==> src/hdl/ao_defines.svh <==
/*
 * Always-on peripheral subsystem shared constants
 * Bus widths, interrupt count and the peripheral address map
 */

`ifndef AO_DEFINES_SVH
`define AO_DEFINES_SVH

// Register bus widths
`define AO_ADDR_W 32
`define AO_DATA_W 32

// Low address bits that select a register inside a peripheral window
`define AO_REG_OFFSET_W 12

// Fast interrupt lines handled by the interrupt controller
`define AO_NUM_FAST_INTR 15

// Address map, one window per peripheral
`define AO_SOC_CTRL_BASE 32'h0000_0000
`define AO_FAST_INTR_BASE 32'h0000_1000
`define AO_PERIPH_SIZE 32'h0000_1000

`endif

==> src/hdl/ao_reg_pkg.sv <==
/*
 * Register bus types
 * Address, data word and byte strobe of the always-on register bus
 */

`include "ao_defines.svh"

package ao_reg_pkg;

  // Full bus address
  typedef logic [`AO_ADDR_W-1:0] reg_addr_t;

  // Data word, read and write
  typedef logic [`AO_DATA_W-1:0] reg_data_t;

  // One strobe bit per data byte
  typedef logic [`AO_DATA_W/8-1:0] reg_strb_t;

endpackage : ao_reg_pkg

==> src/hdl/ao_periph_pkg.sv <==
/*
 * Always-on peripheral register map
 * Register offsets of the SoC control block and the fast interrupt controller
 */

`include "ao_defines.svh"

package ao_periph_pkg;

  // SoC control block, one word per register
  typedef enum logic [`AO_REG_OFFSET_W-1:0] {
    EXIT_VALID  = 12'h000,
    EXIT_VALUE  = 12'h004,
    BOOT_SELECT = 12'h008,
    EXEC_FLASH  = 12'h00C
  } soc_ctrl_reg_e;

  // Fast interrupt controller
  typedef enum logic [`AO_REG_OFFSET_W-1:0] {
    PENDING = 12'h000,
    CLEAR   = 12'h004,
    ENABLE  = 12'h008
  } fast_intr_reg_e;

  typedef logic [`AO_NUM_FAST_INTR-1:0] fast_intr_t;

endpackage : ao_periph_pkg

==> src/hdl/reg_bus_if.sv <==
/*
 * Register bus interface
 * Single-cycle request with same-cycle ready, read data and error
 */

`timescale 1ns/1ps

interface reg_bus_if
  import ao_reg_pkg::*;
();

  // Request, driven by the host
  logic      valid;
  logic      write;
  reg_addr_t addr;
  reg_data_t wdata;
  reg_strb_t wstrb;

  // Response, driven by the device
  reg_data_t rdata;
  logic      error;
  logic      ready;

  modport host (
    output valid,
    output write,
    output addr,
    output wdata,
    output wstrb,
    input  rdata,
    input  error,
    input  ready
  );

  modport device (
    input  valid,
    input  write,
    input  addr,
    input  wdata,
    input  wstrb,
    output rdata,
    output error,
    output ready
  );

endinterface : reg_bus_if

==> src/hdl/ao_reg_demux.sv <==
/*
 * Always-on register demultiplexer
 * Routes each access to the SoC control or fast interrupt window and merges responses
 */

`timescale 1ns/1ps

`include "ao_defines.svh"

module ao_reg_demux
  import ao_reg_pkg::*;
(
  reg_bus_if.device in_bus,
  reg_bus_if.host   soc_bus,
  reg_bus_if.host   intr_bus
);

  logic soc_hit;
  logic intr_hit;

  // Address falls inside the window starting at base
  function automatic logic in_window(reg_addr_t addr, reg_addr_t base);
    reg_addr_t offset;
    offset = addr - base;
    return offset < reg_addr_t'(`AO_PERIPH_SIZE);
  endfunction

  assign soc_hit  = in_window(in_bus.addr, reg_addr_t'(`AO_SOC_CTRL_BASE));
  assign intr_hit = in_window(in_bus.addr, reg_addr_t'(`AO_FAST_INTR_BASE));

  // Valid goes only to the addressed peripheral
  assign soc_bus.valid = in_bus.valid & soc_hit;
  assign soc_bus.write = in_bus.write;
  assign soc_bus.addr  = in_bus.addr;
  assign soc_bus.wdata = in_bus.wdata;
  assign soc_bus.wstrb = in_bus.wstrb;

  assign intr_bus.valid = in_bus.valid & intr_hit;
  assign intr_bus.write = in_bus.write;
  assign intr_bus.addr  = in_bus.addr;
  assign intr_bus.wdata = in_bus.wdata;
  assign intr_bus.wstrb = in_bus.wstrb;

  // Response from the answering peripheral, or a decode error
  always_comb begin
    if (soc_hit) begin
      in_bus.rdata = soc_bus.rdata;
      in_bus.error = soc_bus.error;
      in_bus.ready = soc_bus.ready;
    end else if (intr_hit) begin
      in_bus.rdata = intr_bus.rdata;
      in_bus.error = intr_bus.error;
      in_bus.ready = intr_bus.ready;
    end else begin
      // Unmapped, answered here without reaching a peripheral
      in_bus.rdata = '0;
      in_bus.error = 1'b1;
      in_bus.ready = 1'b1;
    end
  end

endmodule : ao_reg_demux

==> src/hdl/soc_ctrl.sv <==
/*
 * SoC control block
 * Exit value and exit valid registers plus boot select and flash execution status
 */

`timescale 1ns/1ps

`include "ao_defines.svh"

module soc_ctrl
  import ao_reg_pkg::*;
  import ao_periph_pkg::*;
(
  input  logic      clk_i,
  input  logic      rst_n_i,

  reg_bus_if.device bus,

  input  logic      boot_select_i,
  input  logic      execute_from_flash_i,
  output logic      exit_valid_o,
  output reg_data_t exit_value_o
);

  logic [`AO_REG_OFFSET_W-1:0] offset;
  logic                        wr_en;

  logic      exit_valid_q;
  reg_data_t exit_value_q;

  assign offset = bus.addr[`AO_REG_OFFSET_W-1:0];
  assign wr_en  = bus.valid & bus.write;

  // Exit registers, written on the access edge
  always_ff @(posedge clk_i) begin
    if (!rst_n_i) begin
      exit_valid_q <= 1'b0;
      exit_value_q <= '0;
    end else if (wr_en) begin
      case (offset)
        EXIT_VALID: begin
          if (bus.wstrb[0]) begin
            exit_valid_q <= bus.wdata[0];
          end
        end
        EXIT_VALUE: begin
          for (int b = 0; b < `AO_DATA_W/8; b++) begin
            if (bus.wstrb[b]) begin
              exit_value_q[8*b +: 8] <= bus.wdata[8*b +: 8];
            end
          end
        end
        default: begin
          // Status and unused offsets ignore writes
        end
      endcase
    end
  end

  // Read mux, status bits sampled live
  always_comb begin
    bus.rdata = '0;
    case (offset)
      EXIT_VALID:  bus.rdata[0] = exit_valid_q;
      EXIT_VALUE:  bus.rdata    = exit_value_q;
      BOOT_SELECT: bus.rdata[0] = boot_select_i;
      EXEC_FLASH:  bus.rdata[0] = execute_from_flash_i;
      default:     bus.rdata    = '0;
    endcase
  end

  // Always answers in the access cycle
  assign bus.ready = 1'b1;
  assign bus.error = 1'b0;

  assign exit_valid_o = exit_valid_q;
  assign exit_value_o = exit_value_q;

endmodule : soc_ctrl

==> src/hdl/fast_intr_ctrl.sv <==
/*
 * Fast interrupt controller
 * Latches interrupt lines as pending, clears them on write-one, masks with enable
 */

`timescale 1ns/1ps

`include "ao_defines.svh"

module fast_intr_ctrl
  import ao_reg_pkg::*;
  import ao_periph_pkg::*;
(
  input  logic       clk_i,
  input  logic       rst_n_i,

  reg_bus_if.device  bus,

  input  fast_intr_t fast_intr_i,
  output fast_intr_t fast_intr_o
);

  logic [`AO_REG_OFFSET_W-1:0] offset;
  logic                        wr_en;

  fast_intr_t pending_q;
  fast_intr_t enable_q;
  fast_intr_t clear_mask;

  assign offset = bus.addr[`AO_REG_OFFSET_W-1:0];
  assign wr_en  = bus.valid & bus.write;

  // CLEAR is qualified as a whole by strobe bit 0
  assign clear_mask = (wr_en && offset == CLEAR && bus.wstrb[0]) ?
                      bus.wdata[`AO_NUM_FAST_INTR-1:0] : '0;

  // Set wins over a clear in the same cycle
  always_ff @(posedge clk_i) begin
    if (!rst_n_i) begin
      pending_q <= '0;
    end else begin
      pending_q <= (pending_q & ~clear_mask) | fast_intr_i;
    end
  end

  // Enable mask, byte strobed
  always_ff @(posedge clk_i) begin
    if (!rst_n_i) begin
      enable_q <= '0;
    end else if (wr_en && offset == ENABLE) begin
      for (int i = 0; i < `AO_NUM_FAST_INTR; i++) begin
        if (bus.wstrb[i/8]) begin
          enable_q[i] <= bus.wdata[i];
        end
      end
    end
  end

  always_comb begin
    bus.rdata = '0;
    case (offset)
      PENDING: bus.rdata[`AO_NUM_FAST_INTR-1:0] = pending_q;
      ENABLE:  bus.rdata[`AO_NUM_FAST_INTR-1:0] = enable_q;
      // CLEAR and unused offsets read as zero
      default: bus.rdata = '0;
    endcase
  end

  assign bus.ready = 1'b1;
  assign bus.error = 1'b0;

  assign fast_intr_o = pending_q & enable_q;

endmodule : fast_intr_ctrl

==> src/hdl/ao_peripheral_subsystem.sv <==
/*
 * Always-on peripheral subsystem
 * Register bus decoder feeding the SoC control block and fast interrupt controller
 */

`timescale 1ns/1ps

module ao_peripheral_subsystem
  import ao_reg_pkg::*;
  import ao_periph_pkg::*;
(
  input  logic       clk_i,
  input  logic       rst_n_i,

  // Register bus
  input  logic       reg_valid_i,
  input  logic       reg_write_i,
  input  reg_addr_t  reg_addr_i,
  input  reg_data_t  reg_wdata_i,
  input  reg_strb_t  reg_wstrb_i,
  output reg_data_t  reg_rdata_o,
  output logic       reg_error_o,
  output logic       reg_ready_o,

  // SoC control
  input  logic       boot_select_i,
  input  logic       execute_from_flash_i,
  output logic       exit_valid_o,
  output reg_data_t  exit_value_o,

  // Fast interrupts
  input  fast_intr_t fast_intr_i,
  output fast_intr_t fast_intr_o
);

  reg_bus_if up_bus ();
  reg_bus_if soc_bus ();
  reg_bus_if intr_bus ();

  // Top level ports onto the upstream bus
  assign up_bus.valid = reg_valid_i;
  assign up_bus.write = reg_write_i;
  assign up_bus.addr  = reg_addr_i;
  assign up_bus.wdata = reg_wdata_i;
  assign up_bus.wstrb = reg_wstrb_i;

  assign reg_rdata_o = up_bus.rdata;
  assign reg_error_o = up_bus.error;
  assign reg_ready_o = up_bus.ready;

  ao_reg_demux ao_reg_demux_i (
    .in_bus   (up_bus.device),
    .soc_bus  (soc_bus.host),
    .intr_bus (intr_bus.host)
  );

  soc_ctrl soc_ctrl_i (
    .clk_i                (clk_i),
    .rst_n_i              (rst_n_i),
    .bus                  (soc_bus.device),
    .boot_select_i        (boot_select_i),
    .execute_from_flash_i (execute_from_flash_i),
    .exit_valid_o         (exit_valid_o),
    .exit_value_o         (exit_value_o)
  );

  fast_intr_ctrl fast_intr_ctrl_i (
    .clk_i       (clk_i),
    .rst_n_i     (rst_n_i),
    .bus         (intr_bus.device),
    .fast_intr_i (fast_intr_i),
    .fast_intr_o (fast_intr_o)
  );

endmodule : ao_peripheral_subsystem

==> config.mk <==
export PLATFORM = sky130hd
export DESIGN_NAME = ao_peripheral_subsystem
export DESIGN_NICKNAME = d
export VERILOG_FILES = /design/src/hdl/ao_reg_pkg.sv /design/src/hdl/ao_periph_pkg.sv /design/src/hdl/reg_bus_if.sv /design/src/hdl/ao_reg_demux.sv /design/src/hdl/soc_ctrl.sv /design/src/hdl/fast_intr_ctrl.sv /design/src/hdl/ao_peripheral_subsystem.sv
export VERILOG_INCLUDE_DIRS = /design/src /design/src/hdl
export SDC_FILE = /design/constraint.sdc
export NUM_CORES = 1
export LEC_CHECK = 0
export BUFFER_PORTS_ARGS = -buffer_cell sky130_fd_sc_hd__buf_4
export CORE_MARGIN = 2
export CORE_UTILIZATION = 25
export DETAILED_ROUTE_END_ITERATION = 16
export GPL_ROUTABILITY_DRIVEN = 1
export REMOVE_ABC_BUFFERS = 1
export SLEW_MARGIN = 20
export SYNTH_ARGS = -nofsm -noshare
export SYNTH_HDL_FRONTEND = slang
export SYNTH_HIERARCHICAL = 1
export SYNTH_SLANG_ARGS = --single-unit
==> constraint.sdc <==
create_clock -name clk_i -period 2.1 [get_ports clk_i]
set_input_delay 0.105 -clock clk_i [delete_from_list [all_inputs] [get_ports clk_i]]
set_output_delay 0.105 -clock clk_i [all_outputs]
set_load 0.05 [all_outputs]
==> results_dict.tcl <==
set metrics [dict create \
    status "completed" \
    drt-pass1-iter-count 5 \
    vias_per_cell 4.213 \
    synth_area_per_cell_um2 8.544 \
    gr-total-overflow 0 \
    final.setup_skew_ns 0 \
    grt_setup_unrepaired "true" \
    vias 4015 \
    hold_path_class "in -> reg" \
    initial_antenna_violation_count 0 \
    cp_cell_sequence "buf_4 > or4_4 > or3_4 > buf_12 > nor2_1 > mux2i_1 > nor3_2 > buf_4" \
    startpoint_type "primary input" \
    worst_path_largest_cell_delay_ns 0.53 \
    globalRouteTotalUtil_pct 12.95 \
    crit_fanout 15 \
    period_share_pct 96.49 \
    cts_max_path_buffers 2 \
    final_period_minus_worst_setup_slack_ns 2.026 \
    start_util_pct 25.32 \
    layout.nets 772 \
    post_dp_cell_area_um2 5984 \
    ios 171 \
    cts_max_level 3 \
    drtAntennaViolNets 0 \
    final_cell_mix "buf_4 (187), mux2i_1 (95), nand2_1 (95)" \
    first_pass_grt_wire_length_um 20480 \
    tritoncts "yes" \
    yosys_warnings 6 \
    worstSkewPairLatency_ns 0.33 \
    post-route-cell-area_um2 6525 \
    max_cap_viol_count 0 \
    report.power.total_mw 3.323 \
    power-per-cell-area_nw_per_um2 509.3 \
    routed_wire_length_um 13790 \
    final_instance_count_without_filler_cells 953 \
    ir_worst_vdd_v 0.0003415 \
    cell_row_count 51 \
    crit_family "simple AND/OR/NAND/NOR gates" \
    coreArea_um2 19330 \
    slew_viol_final 0 \
    die_width_um 143.9 \
    diodes 0 \
    worst-path-buf-inv 3 \
    final-hold-violation-count 0 \
    worst_path_most_repeated_cell "buf_4" \
    die-area_um2 20720 \
    clk_pin_slew_ns 0.06 \
    cp_data_arrival_time_ns 1.92 \
    dr.first_iter.drc_count 75 \
    final_layout_size_suffix_gt1_share_pct 39.68 \
    place_hpwl_um 10280 \
    fillerInstances 2040 \
    number_of_clock_buffers_inserted_by_tritoncts 9 \
    grt_start_max_net_pins 63 \
    grt_pass1_vias 3827 \
    clock_sinks 63 \
    critical-path-slowest-cell "or4_4" \
    die_span_y_um 143.9 \
    kind_of_critical_path "in -> out" \
    multiInputGateArea_um2 2753 \
    clockRootBuffer "clkbuf_16" \
    drc 0 \
    synth_cells 573 \
    fmaxAchievable_ghz 0.4935 \
    place_ws_ns -0.02323 \
    port-buffer-count 169 \
    synth_area_um2 4896 \
    layout_commonest_cell "buf_4" \
    timing.final.setup_violations 0 \
    final.hold.worst_slack_ns 0.02367 \
    postLayoutSetupSlackWorst_ns 0.07375 \
    placer_congestion 0.7566 \
    timing.critical_path.required_ns 2.00 \
    drt-wirelength-per-cell_um 14.47 \
    place_inst 921 \
    total_leakage_power_nw 2.780 \
    layout.area.seq_um2 1261 \
    end_kind "output pin" \
    area_growth_syn_to_layout_pct 33.27 \
]
## report_power, final
| part | internal [mW] | switching [mW] |
|---|---|---|
| clock network | 1.17 | 0.543 |
| logic | 0.206 | 0.175 |
| registers | 1.22 | 0.0127 |
| total | 2.59 | 0.731 |
## state kept, by name, summed over array words and instances, names as in the netlist
| register | count |
|---|---|
| fast_intr_ctrl_i/pending_q | 15 |
| fast_intr_ctrl_i/enable_q | 15 |
| soc_ctrl_i/exit_valid_o | 1 |
| soc_ctrl_i/exit_value_o | 32 |
## worst register-to-register path, cell delays in order, from the launching register on
cell and delay [ns]:
dfxtp_1 0.35, o21ai_0 0.10, a31oi_1 0.17
## metrics by stage
step | TNS (ns) | util (%)
final | 0 | 33.75
after CTS | 0 | 33.51
after detailed placement | -0.02539 | 30.95
after global routing | -0.005123 | 33.75
after floorplan | -29.23 | -
after global placement | 0 | 30.95
## final timing paths
check / start / to / slack, ns / cells past startpoint
setup / recovery: reg_addr_i[7] / reg_rdata_o[8] / 0.07 / 8
hold / removal: reg_wdata_i[31] / soc_ctrl_i/exit_value_o[31]$_SDFFE_PN0P_ / 0.02 / 3
setup reg to reg: fast_intr_ctrl_i/pending_q[12]$_SDFF_PN0_ / fast_intr_ctrl_i/pending_q[12]$_SDFF_PN0_ / 1.41 / 2
hold reg to reg: soc_ctrl_i/exit_value_o[3]$_SDFFE_PN0P_ / soc_ctrl_i/exit_value_o[3]$_SDFFE_PN0P_ / 0.47 / 2
## metal layers
metal  up-vias  global-route usage, %  part of all wire (%)
met5         -                      0                     0
met4         0                  3.818                   1.1
met3        10                  2.599                   5.4
met2       107                  22.53                    49
met1      1871                  16.13                    45
li1       2027                      -                     -
## area by class of cell
type / count / share of cell area, %
clock buffer: 14 / 4.353
clock inverter: 2 / 0.9204
inverter: 15 / 0.8629
multi-input combinational: 379 / 42.19
sequential: 63 / 19.33
tap: 265 / 5.081
timing repair buffer: 215 / 27.27
## repair_timing
action	4_1_cts	5_1_grt
hold buffers	15	0
hold endpoints to repair	15	0
setup buffers	0	0
endpoints found under the setup margin	0	15
resized for setup	0	12
Note: power is estimated with default switching activity, not from simulation.
